`config.mk`:
```
export PLATFORM = sky130hd
export DESIGN_NAME = enemyField
export DESIGN_NICKNAME = d
export VERILOG_FILES = /design/src/enemyPkg.sv /design/src/enemyField.sv /design/src/enemyRegs.sv /design/src/spriteMux.sv /design/src/enemy.sv /design/src/enemyWalkAnim.sv /design/src/frameTick.sv
export SDC_FILE = /design/constraint.sdc
export NUM_CORES = 1
export LEC_CHECK = 0
export ABC_AREA = 1
export BUFFER_PORTS_ARGS = -buffer_cell sky130_fd_sc_hd__buf_2
export CORE_UTILIZATION = 60
export DETAILED_ROUTE_END_ITERATION = 8
export PLACE_DENSITY = 0.78
export SLEW_MARGIN = 20
export SYNTH_ARGS = -nofsm -noshare
export SYNTH_HDL_FRONTEND = slang
export SYNTH_SLANG_ARGS = --single-unit
```
`constraint.sdc`:
```
create_clock -name Clk -period 23.4 [get_ports Clk]
set_input_delay 4.68 -clock Clk [delete_from_list [all_inputs] [get_ports Clk]]
set_output_delay 4.68 -clock Clk [all_outputs]
set_load 0.05 [all_outputs]
```
`src/enemyPkg.sv`:
```
`default_nettype none

package enemyPkg;

    // Enemy array
    localparam int NUM_ENEMIES = 4;
    localparam int ID_W        = $clog2(NUM_ENEMIES);  // Width of an enemy ID

    // Sprite geometry, one sprite frame is W x H words of ROM
    localparam logic [8:0] SPRITE_W = 9'd26;
    localparam logic [8:0] SPRITE_H = 9'd26;
    localparam int SPRITE_AW = 13;
    localparam logic [SPRITE_AW-1:0] FRAME_WORDS = SPRITE_AW'(32'(SPRITE_W) * 32'(SPRITE_H));

    // Playing field, top-left corner of a sprite stays inside these
    localparam logic [8:0] X_MIN = 9'd0;
    localparam logic [8:0] X_MAX = 9'd319;
    localparam logic [8:0] Y_MIN = 9'd52;   // Area above is the status bar
    localparam logic [8:0] Y_MAX = 9'd205;

    // Movement tick divider
    localparam int TICK_DIV   = 4;           // Frame strobes per movement tick
    localparam int TICK_CNT_W = $clog2(TICK_DIV);
    localparam logic [TICK_CNT_W-1:0] TICK_LAST = TICK_CNT_W'(TICK_DIV - 1);

    // Register map
    localparam logic [11:0] REG_PLAYER     = 12'h000;  // X in 8:0, Y in 24:16
    localparam logic [11:0] REG_ALIVE      = 12'h004;  // Alive mask in 3:0
    localparam logic [11:0] REG_ENEMY_BASE = 12'h010;  // Read-only, one word per enemy
    localparam logic [11:0] REG_ENEMY_LAST = REG_ENEMY_BASE + 12'(4 * (NUM_ENEMIES - 1));

    // Facing direction, doubles as the sprite row group
    typedef enum logic [1:0] {
        DIR_DOWN  = 2'd0,
        DIR_LEFT  = 2'd1,
        DIR_UP    = 2'd2,
        DIR_RIGHT = 2'd3
    } dir_e;

    // Screen coordinate
    typedef struct packed {
        logic [8:0] x;
        logic [8:0] y;
    } pos_t;

    typedef struct packed {
        logic [8:0] x;
        logic [8:0] y;
        dir_e       dir;
        logic [1:0] step;   // Walk animation counter
    } enemyState_t;

    typedef struct packed {
        logic        psel;
        logic        penable;
        logic        pwrite;
        logic [11:0] paddr;
        logic [31:0] pwdata;
    } apbReq_t;

    typedef struct packed {
        logic [31:0] prdata;
        logic        pready;
        logic        pslverr;
    } apbRsp_t;

endpackage

`default_nettype wire
```
`src/enemyField.sv`:
```
`default_nettype none

module enemyField (
    input  wire                              Clk,
    input  wire                              arstN,
    input  wire                              frameClk,
    input  wire  enemyPkg::apbReq_t          apbReq,
    output enemyPkg::apbRsp_t                apbRsp,
    input  wire  enemyPkg::pos_t             pixel,
    output logic                             isObj,
    output logic [enemyPkg::ID_W-1:0]        objId,
    output logic [enemyPkg::SPRITE_AW-1:0]   spriteAddr
);
    import enemyPkg::*;

    logic                   moveTick;
    pos_t                   player;
    logic [NUM_ENEMIES-1:0] alive;
    enemyState_t            states [NUM_ENEMIES];
    logic [NUM_ENEMIES-1:0] hits;
    logic [SPRITE_AW-1:0]   addrs [NUM_ENEMIES];

    frameTick u_frameTick (
        .Clk      (Clk),
        .arstN    (arstN),
        .frameClk (frameClk),
        .moveTick (moveTick)
    );

    enemyRegs u_regs (
        .Clk    (Clk),
        .arstN  (arstN),
        .apbReq (apbReq),
        .apbRsp (apbRsp),
        .states (states),
        .player (player),
        .alive  (alive)
    );

    for (genvar i = 0; i < NUM_ENEMIES; i++) begin : genEnemy
        enemy #(
            .id (i)
        ) u_enemy (
            .Clk      (Clk),
            .arstN    (arstN),
            .moveTick (moveTick),
            .alive    (alive[i]),
            .player   (player),
            .pixel    (pixel),     // Same query pixel for all
            .state    (states[i]),
            .hit      (hits[i]),
            .addr     (addrs[i])
        );
    end

    spriteMux u_mux (
        .hits       (hits),
        .addrs      (addrs),
        .isObj      (isObj),
        .objId      (objId),
        .spriteAddr (spriteAddr)
    );

endmodule

`default_nettype wire

```
`src/enemyRegs.sv`:
```
`default_nettype none

module enemyRegs (
    input  wire                             Clk,
    input  wire                             arstN,
    input  wire  enemyPkg::apbReq_t         apbReq,
    output enemyPkg::apbRsp_t               apbRsp,
    input  wire  enemyPkg::enemyState_t     states [enemyPkg::NUM_ENEMIES],
    output enemyPkg::pos_t                  player,
    output logic [enemyPkg::NUM_ENEMIES-1:0] alive
);
    import enemyPkg::*;

    logic            access;      // APB access phase
    logic            selPlayer;
    logic            selAlive;
    logic            selEnemy;
    logic            addrErr;
    logic [ID_W-1:0] enemyIdx;
    logic [31:0]     readWord;

    assign access    = apbReq.psel && apbReq.penable;
    assign selPlayer = (apbReq.paddr == REG_PLAYER);
    assign selAlive  = (apbReq.paddr == REG_ALIVE);
    assign selEnemy  = (apbReq.paddr >= REG_ENEMY_BASE)
                    && (apbReq.paddr <= REG_ENEMY_LAST)
                    && (apbReq.paddr[1:0] == 2'b00);   // Word aligned only
    assign enemyIdx  = ID_W'((apbReq.paddr - REG_ENEMY_BASE) >> 2);

    // Unmapped, or a write to a read-only enemy word
    assign addrErr = !(selPlayer || selAlive || selEnemy)
                  || (apbReq.pwrite && selEnemy);

    always_ff @(posedge Clk or negedge arstN) begin
        if (!arstN) begin
            player <= '0;
            alive  <= '0;
        end else if (access && apbReq.pwrite && !addrErr) begin
            if (selPlayer) begin
                player.x <= apbReq.pwdata[8:0];
                player.y <= apbReq.pwdata[24:16];
            end
            if (selAlive) begin
                alive <= apbReq.pwdata[NUM_ENEMIES-1:0];
            end
        end
    end

    // Read word layout follows the register map
    always_comb begin
        readWord = '0;
        if (selPlayer) begin
            readWord[8:0]   = player.x;
            readWord[24:16] = player.y;
        end else if (selAlive) begin
            readWord[NUM_ENEMIES-1:0] = alive;
        end else if (selEnemy) begin
            readWord[8:0]   = states[enemyIdx].x;
            readWord[24:16] = states[enemyIdx].y;
            readWord[29:28] = states[enemyIdx].dir;
            readWord[31:30] = states[enemyIdx].step;
        end
    end

    // No wait states
    assign apbRsp = '{
        prdata:  (access && !apbReq.pwrite) ? readWord : 32'd0,
        pready:  1'b1,
        pslverr: access && addrErr
    };

endmodule

`default_nettype wire

```
`src/spriteMux.sv`:
```
`default_nettype none

module spriteMux (
    input  wire  [enemyPkg::NUM_ENEMIES-1:0] hits,
    input  wire  [enemyPkg::SPRITE_AW-1:0]   addrs [enemyPkg::NUM_ENEMIES],
    output logic                             isObj,
    output logic [enemyPkg::ID_W-1:0]        objId,
    output logic [enemyPkg::SPRITE_AW-1:0]   spriteAddr
);
    import enemyPkg::*;

    // Lowest ID is drawn on top, so scan downwards and let it win last
    always_comb begin
        isObj      = 1'b0;
        objId      = '0;
        spriteAddr = '0;
        for (int i = NUM_ENEMIES - 1; i >= 0; i--) begin
            if (hits[i]) begin
                isObj      = 1'b1;
                objId      = ID_W'(i);
                spriteAddr = addrs[i];
            end
        end
    end

endmodule

`default_nettype wire

```
`src/enemy.sv`:
```
`default_nettype none

module enemy #(
    parameter int id = 0
) (
    input  wire                             Clk,
    input  wire                             arstN,
    input  wire                             moveTick,
    input  wire                             alive,
    input  wire  enemyPkg::pos_t            player,
    input  wire  enemyPkg::pos_t            pixel,
    output enemyPkg::enemyState_t           state,
    output logic                            hit,
    output logic [enemyPkg::SPRITE_AW-1:0]  addr
);
    import enemyPkg::*;

    // Spawn point, centre of the sprite at (70, 40) times (id + 1)
    localparam logic [8:0] startX   = 9'(70 * (id + 1)) - (SPRITE_W >> 1);
    localparam logic [8:0] startY   = 9'(40 * (id + 1)) - (SPRITE_H >> 1);
    localparam logic [8:0] stepSize = 9'(1 + id % 2);   // Odd IDs run twice as fast

    logic [8:0] posX;
    logic [8:0] posY;
    dir_e       dir;
    logic [1:0] step;

    logic [8:0] nextX;
    logic [8:0] nextY;
    dir_e       nextDir;
    logic       moving;

    logic [8:0] dx;   // Pixel offset inside the sprite
    logic [8:0] dy;
    logic [3:0] frame;

    // Chase rule, X is settled before Y
    always_comb begin
        nextX   = posX;
        nextY   = posY;
        nextDir = dir;
        if (alive) begin
            if (posX < player.x) begin
                nextDir = DIR_RIGHT;
                if (posX + SPRITE_W < X_MAX) begin
                    nextX = posX + stepSize;
                end
            end else if (posX > player.x) begin
                nextDir = DIR_LEFT;
                if (posX > X_MIN) begin
                    // Land on the limit instead of wrapping below it
                    nextX = (posX - X_MIN < stepSize) ? X_MIN : posX - stepSize;
                end
            end else if (posY < player.y) begin
                nextDir = DIR_DOWN;
                if (posY + SPRITE_H < Y_MAX) begin
                    nextY = posY + stepSize;
                end
            end else if (posY > player.y) begin
                nextDir = DIR_UP;
                if (posY > Y_MIN) begin
                    nextY = (posY - Y_MIN < stepSize) ? Y_MIN : posY - stepSize;
                end
            end
        end
    end

    assign moving = (nextX != posX) || (nextY != posY);

    always_ff @(posedge Clk or negedge arstN) begin
        if (!arstN) begin
            posX <= startX;
            posY <= startY;
            dir  <= DIR_DOWN;
        end else if (moveTick) begin
            posX <= nextX;   // Dead enemies see next == current
            posY <= nextY;
            dir  <= nextDir;
        end
    end

    enemyWalkAnim u_walkAnim (
        .Clk      (Clk),
        .arstN    (arstN),
        .moveTick (moveTick),
        .moving   (moving),
        .step     (step)
    );

    assign state = '{x: posX, y: posY, dir: dir, step: step};

    // Pixel coverage
    assign dx  = pixel.x - posX;
    assign dy  = pixel.y - posY;
    assign hit = alive
              && (pixel.x >= posX) && (pixel.x < posX + SPRITE_W)
              && (pixel.y >= posY) && (pixel.y < posY + SPRITE_H);

    // Three frames per direction: standing, stride A, stride B
    always_comb begin
        if (step[0]) begin
            frame = 4'(dir) * 4'd3 + 4'd1 + 4'(step[1]);
        end else begin
            frame = 4'(dir) * 4'd3;
        end
    end

    always_comb begin
        if (hit) begin
            addr = SPRITE_AW'(dx)
                 + SPRITE_AW'(dy) * SPRITE_AW'(SPRITE_W)
                 + FRAME_WORDS * SPRITE_AW'(frame);
        end else begin
            addr = '0;
        end
    end

endmodule

`default_nettype wire

```
`src/enemyWalkAnim.sv`:
```
`default_nettype none

// Walk cycle of one enemy
//   step 0 and 2 show the standing frame,
//   step 1 and 3 show the two stride frames (picked by bit 1)
module enemyWalkAnim (
    input  wire        Clk,
    input  wire        arstN,
    input  wire        moveTick,
    input  wire        moving,     // Next motion of this enemy is non-zero
    output logic [1:0] step
);

    logic advance;

    // Blocked or idle enemies keep their current pose
    assign advance = moveTick && moving;

    always_ff @(posedge Clk or negedge arstN) begin
        if (!arstN) begin
            step <= 2'd0;
        end else if (advance) begin
            step <= step + 2'd1;   // Wraps after the second stride
        end
    end

endmodule

`default_nettype wire

```
`src/frameTick.sv`:
```
`default_nettype none

module frameTick (
    input  wire  Clk,
    input  wire  arstN,
    input  wire  frameClk,
    output logic moveTick
);
    import enemyPkg::*;

    logic                  frameSync1;   // frameClk is asynchronous to Clk
    logic                  frameSync2;
    logic                  frameLast;    // Previous synchronised level
    logic                  frameRise;
    logic [TICK_CNT_W-1:0] riseCnt;

    assign frameRise = frameSync2 & ~frameLast;

    always_ff @(posedge Clk or negedge arstN) begin
        if (!arstN) begin
            frameSync1 <= 1'b0;
            frameSync2 <= 1'b0;
            frameLast  <= 1'b0;
        end else begin
            frameSync1 <= frameClk;
            frameSync2 <= frameSync1;
            frameLast  <= frameSync2;
        end
    end

    // One tick every TICK_DIV frame rises, the first on rise number TICK_DIV
    always_ff @(posedge Clk or negedge arstN) begin
        if (!arstN) begin
            riseCnt  <= '0;
            moveTick <= 1'b0;
        end else if (frameRise && riseCnt == TICK_LAST) begin
            riseCnt  <= '0;
            moveTick <= 1'b1;
        end else if (frameRise) begin
            riseCnt  <= riseCnt + 1'b1;
            moveTick <= 1'b0;
        end else begin
            moveTick <= 1'b0;   // Single-cycle pulse
        end
    end

endmodule

`default_nettype wire

```
Yosys cells after proc, flatten, opt, wreduce, memory -nomap -nowiden
Cells that the tools add are included.

Add/sub/neg operators: 58. Multiply operators: 12. $lt $le $gt $ge: 59. Equality and inequality tests: 10. Mux-type cells: 105. Bitwise gates (word level): 3. Reduce and logical (&&, ||, !) cells: 52.

Operators by type and width (number): 9-bit 2-to-1 mux (61); 9-bit < comparator (16); 9-bit by 5-bit adder with 9-bit output, second input constant (8); 9-bit greater-or-equal comparator (8); 9-bit greater-than comparator (8); 9-bit inequality test (8); 9-bit subtractor (8); 13-bit adder (4); 9-bit by 13-bit adder with 13-bit output (4); 13-bit 2-to-1 mux (4); 9-bit by 4-bit multiplier with 12-bit output, second input constant (4); 22-bit binary-select mux with 2-bit select (1); 8-bit by 4-bit multiplier with 11-bit output, first input constant (4); 2-bit 2-to-1 mux (22); 22-bit 2-to-1 mux (2); 9-bit by 1-bit adder with 9-bit output, second input constant (4); 9-bit by 2-bit adder with 9-bit output, second input constant (4); 9-bit by 1-bit greater-than comparator with 1-bit output, second input constant (4); 9-bit by 6-bit greater-than comparator with 1-bit output, second input constant (4); 9-bit by 1-bit < comparator with 1-bit output, second input constant (4); 9-bit by 2-bit < comparator with 1-bit output, second input constant (4); 9-bit by 8-bit < comparator with 1-bit output, second input constant (4); 9-bit < comparator, second input constant (4); 9-bit by 1-bit subtractor with 9-bit output, second input constant (4); 28 further kinds (101).

Bits in registers: 116. Input port bits: 68. Output and inout bits: 50. Word-level logic and storage cells: 323.

Logic depth before layout (Yosys ltp)
Depth after elaboration: 12. Mapped depth: 35. Gate-level depth less buffers: 35.

Modules after synthesis
A second synthesis with hierarchy kept.

Cell total of the unflattened synthesis: 4389. Area total of the unflattened synthesis: 28252.1 um2.

By module, submodules not included: enemy (genEnemy[0].u_enemy) (times used 1, cells an instance 962, area an instance 6347.3 um2, seq. area each 510.5 um2); enemy (genEnemy[2].u_enemy) (times used 1, cells an instance 987, area an instance 6341.1 um2, seq. area each 511.7 um2); enemy (genEnemy[3].u_enemy) (times used 1, cells an instance 912, area an instance 6015.8 um2, seq. area each 510.5 um2); enemy (genEnemy[1].u_enemy) (times used 1, cells an instance 905, area an instance 5944.5 um2, seq. area each 513.0 um2); enemyRegs (times used 1, cells an instance 438, area an instance 2492.4 um2, seq. area each 550.5 um2); spriteMux (times used 1, cells an instance 121, area an instance 538.0 um2, seq. area each 0.0 um2); enemyWalkAnim (times used 4, cells an instance 11, area an instance 90.1 um2, seq. area each 50.0 um2); frameTick (times used 1, cells an instance 20, area an instance 212.7 um2, seq. area each 150.1 um2).

Least setup slack after synthesis
OpenSTA, ideal clock, no wires.

Path kind: input -> output. Start point: input pixel[0] (netlist bit). End point: output spriteAddr[11] (netlist bit). Arrival time: 10068 ps. Data required time: 18720 ps. Path slack: 8652 ps. Stages: 23. Path buffers: 0. Cell sequence: inv_1 ha_1 inv_1 fa_1 a221o_1 xor2_1 inv_1 fa_1 inv_1 fa_1 xor2_1 fa_1 ha_1 a21oi_1 o21ai_0 nand2_1 nand2_1 a21oi_1 inv_1 a21oi_1 o21ai_0 xnor2_1 o21ai_0.

Word-level cells in the longest chain between the ends: 8. Elaborated cells between the ends (all ways): 36. Those cells by class: add/sub: 12; mul: 4; order compare: 8; mux: 4; reduce/logical: 8.

Ends and longest elaborated chain: start: declaration (RTL line enemyField.sv:9) `input wire enemyPkg::pos_t pixel,`; 9-bit subtractor (RTL line enemy.sv:94) `assign dy = pixel.y - posY;`; 9-bit by 4-bit multiplier with 12-bit output (RTL line enemy.sv:111) `+ SPRITE_AW'(dy) * SPRITE_AW'(SPRITE_W)`; 9-bit by 13-bit adder with 13-bit output (RTL line enemy.sv:111); 13-bit adder (RTL line enemy.sv:112) `+ FRAME_WORDS * SPRITE_AW'(frame);`; 13-bit 2-to-1 mux (3 in series) (RTL line spriteMux.sv:18) `if (hits[i]) begin`; 13-bit 2-to-1 mux (*) (RTL line spriteMux.sv:18); end: declaration (RTL line enemyField.sv:12) `output logic [enemyPkg::SPRITE_AW-1:0] spriteAddr`.

Every way passes the cells marked *; elsewhere a longest branch is shown, timed or not.

Worst setup path in the final report
Start point: input pixel[0] (netlist bit). End point: output spriteAddr[12] (netlist bit).

The elaborated chain is that of the path after synthesis.

==> results.sh <==
export IMPL_ys_seq_area_frac=0.1115
export IMPL_antenna_found_initial=0
export IMPL_routed_via_count=26679
export IMPL_routedWlPerCell_um=18.70
export IMPL_die_area_um2=44900
export IMPL_yosysWarnings=0
export IMPL_core_um2=43270
export IMPL_cp_max_fo=5
export IMPL_synth_seq_cells=116
export IMPL_grt_pass1_vias=24013
export IMPL_ir_drop_mv=0.1011
export IMPL_die_w_um=211.9
export IMPL_clockBufferDepth=2
export IMPL_synth_top_cell_by_area="ha_1"
export IMPL_cts_repair_resized=0
export IMPL_cts_made_buffers=17
export IMPL_rsz0062_at_grt="no"
export IMPL_crit_family="adder cells"
export IMPL_viasPerCell=5.945
export IMPL_synth_area_um2=26430
export IMPL_ant_nets=0
export IMPL_end_kind="output port"
export IMPL_drt_first_iter_violations=2786
export IMPL_postRouteWirelength_um=83930
export IMPL_p_leak_nw=14.45
export IMPL_synth_edf_count=0
export IMPL_clk_latency_ns=0.47
export IMPL_critical_path_class="in -> out"
export IMPL_grt_overflow=0
export IMPL_ys_flop_type="dfrtp_1"
export IMPL_fmax_mhz=64.60
export IMPL_fillers=4142
export IMPL_finalCritPeriodShare=0.6616
export IMPL_worstSetupStartpointType="primary input"
export IMPL_cp_common_cell="nand2_1"
export IMPL_synthToLayoutAreaGrowth_pct=4.492
export IMPL_grt_max_degree=67
export IMPL_power_density_nw_per_um2=58.30
export IMPL_worst_path_largest_cell_delay_ns=0.54
export IMPL_run_status="finished clean"
export IMPL_hold_buffers=0
export IMPL_netlist_instances=3878
export IMPL_n_antenna_cell=0
export IMPL_drv_slew=0
export IMPL_first_pass_iters=6
export IMPL_clock_skew_ns=0.01970
export IMPL_arrival_ns=10.80
export IMPL_die_h_um=211.9
export IMPL_path_buf_inv=7
export IMPL_initial_core_util=0.6109
export IMPL_cts_setup_buffers=0
export IMPL_grt_usage=0.3746
export IMPL_cpMaxStageDelayCell="fa_1"
export IMPL_nets=4482
export IMPL_setup_viol=0
export IMPL_seqCellArea_um2=2948
export IMPL_synthArstFlopShare=1.000
export IMPL_htree_levels=4
export IMPL_rows=76
export IMPL_drc=0
export IMPL_io_pin_count=118
export IMPL_port_buffers=92
export IMPL_hpwl_um=66960
export IMPL_cts_root_buf="clkbuf_16"
export IMPL_synth_cell_type_count=77
export IMPL_fin_setup_tns_ns=0
export IMPL_grt_pass1_wl_um=130800
export IMPL_worstPathRequired_ns=18.72
export IMPL_maxCapViolCount=0
export IMPL_final_util=0.6384
export IMPL_multi_input_area_um2=20580
export IMPL_total_power_mw=1.610
export IMPL_gp_congestion=1.002
export IMPL_maxSlewHeadroom=0.3504
export IMPL_path_clk_slew_ns=0.07
export IMPL_worst_pin_slew_ns=0.9733
export IMPL_cts_tree="done"
export IMPL_syn_avg_cell_area_um2=6.816
export IMPL_drive_gt1_frac=0.09403
export IMPL_fin_crit_ns=15.48
export IMPL_hold_viol_final=0
export IMPL_yosys_area_top_type_share=0.2163
export IMPL_synthTopCellsByArea="ha_1 (22%), nand2_1 (12%), dfrtp_1 (7.7%), inv_1 (7.4%), nand3_1 (6.2%)"
export IMPL_worstHoldPathType="reg -> reg"
export IMPL_cts_sinks=116
## synthesized netlist by cell type (16+ instances only)
master and n:
nand2_1 820, inv_1 524, ha_1 457, nand3_1 325, a21oi_1 247, o21ai_0 213
nor2_1 208, xor2_1 141, nand4_1 95, dfrtp_1 81, fa_1 67, xnor2_1 54
inv_2 50, clkbuf_1 40, nor3_1 40, nand2_2 38, dfstp_2 35, buf_2 34
o21ai_1 28, o22ai_1 27, buf_4 25, a221oi_1 23, nand3_2 21, a31oi_1 18
buf_6 18, nor2_2 18, nand3b_1 16, nor4_1 16, o211ai_1 16
## cell families after synthesis
group	count (synthesis)	synth area share
other	2	0.0002841
XOR/XNOR	208	0.07346
adder cells (fa/ha/maj)	524	0.2671
multiplexers	2	0.0008520
flip-flops	116	0.1115
AO/OA/AOI/OAI	669	0.1449
AND/OR/NAND/NOR	1655	0.2909
buffers and inverters	702	0.1110
## worst paths after layout
check	slack (ns)	startpoint	cells past startpoint	endpoint
max in group asynchronous	17.68	arstN	2	u_frameTick.moveTick
setup reg to reg	19.59	u_regs.player[7]	17	genEnemy[0].u_enemy.u_walkAnim.step[0]
setup / recovery	7.92	pixel[0]	32	spriteAddr[12]
hold / removal	0.35	u_frameTick.frameSync1	0	u_frameTick.frameSync2
min in group asynchronous	4.29	arstN	1	genEnemy[2].u_enemy.posY[2]
hold reg to reg	0.35	u_frameTick.frameSync1	0	u_frameTick.frameSync2
## routing by layer
layer  vias up  global-route usage  share of wire
li1      13006                   -              -
met3       210             0.06038          0.088
met4         0              0.1637          0.043
met1     12264              0.5120           0.44
met5         -                   0              0
met2      1199              0.5806           0.43
## layout by cell type (no fill, tap or decap), types with 21 or more instances in the layout
master and instances:
nand2_2 38, a221oi_1 23, nand4_1 95, inv_1 524, nand2_1 820, inv_2 50, nor3_1 40, buf_2 91
o21ai_1 28, ha_1 457, o21ai_0 213, xor2_1 141, fa_1 67, nor2_1 208, nand3_2 21, xnor2_1 54
dfrtp_1 80, nand3_1 325, o22ai_1 27, a21oi_1 247, dfstp_2 35
## flip-flops by register name, indices dropped and copies added, names as in the netlist
name,cells
genEnemy.u_enemy.posX,36
genEnemy.u_enemy.posY,36
u_regs.player,18
genEnemy.u_enemy.dir,8
genEnemy.u_enemy.u_walkAnim.step,8
u_regs.alive,4
u_frameTick.riseCnt,2
u_frameTick.frameLast,1
u_frameTick.frameSync1,1
u_frameTick.frameSync2,1
u_frameTick.moveTick,1
## area by class of cell
cell class / instances / area share
timing repair buffer: 102 / 0.01948
sequential: 116 / 0.1067
clock inverter: 15 / 0.006206
inverter: 584 / 0.08041
tap: 585 / 0.02650
clock buffer: 17 / 0.01540
multi-input combinational: 3069 / 0.7453
## metrics by stage
stage | hold slack [ns] | area [µm²] | instances | worst slack (ns)
finish | 0.3524 | 27620 | 4488 | 7.919
global route | 0.3585 | 27620 | 4488 | 7.390
CTS | 0.3519 | 27620 | 4488 | 7.957
detailed placement | 0.3364 | 27020 | 4456 | 7.987
global placement | 0.3337 | 27020 | 4456 | 8.008
floorplan | 0.3312 | 26470 | 3887 | 8.652
## report_power, final
| group | total, mW | internal [mW] | switching, mW | leakage [nW] |
|---|---|---|---|---|
| clock network | 0.278 | 0.144 | 0.134 | 0.294 |
| logic | 1.11 | 0.438 | 0.675 | 12.7 |
| registers | 0.219 | 0.206 | 0.0128 | 1.41 |
| total | 1.61 | 0.788 | 0.822 | 14.4 |
No activity file was read; power rests on OpenSTA's default activity.
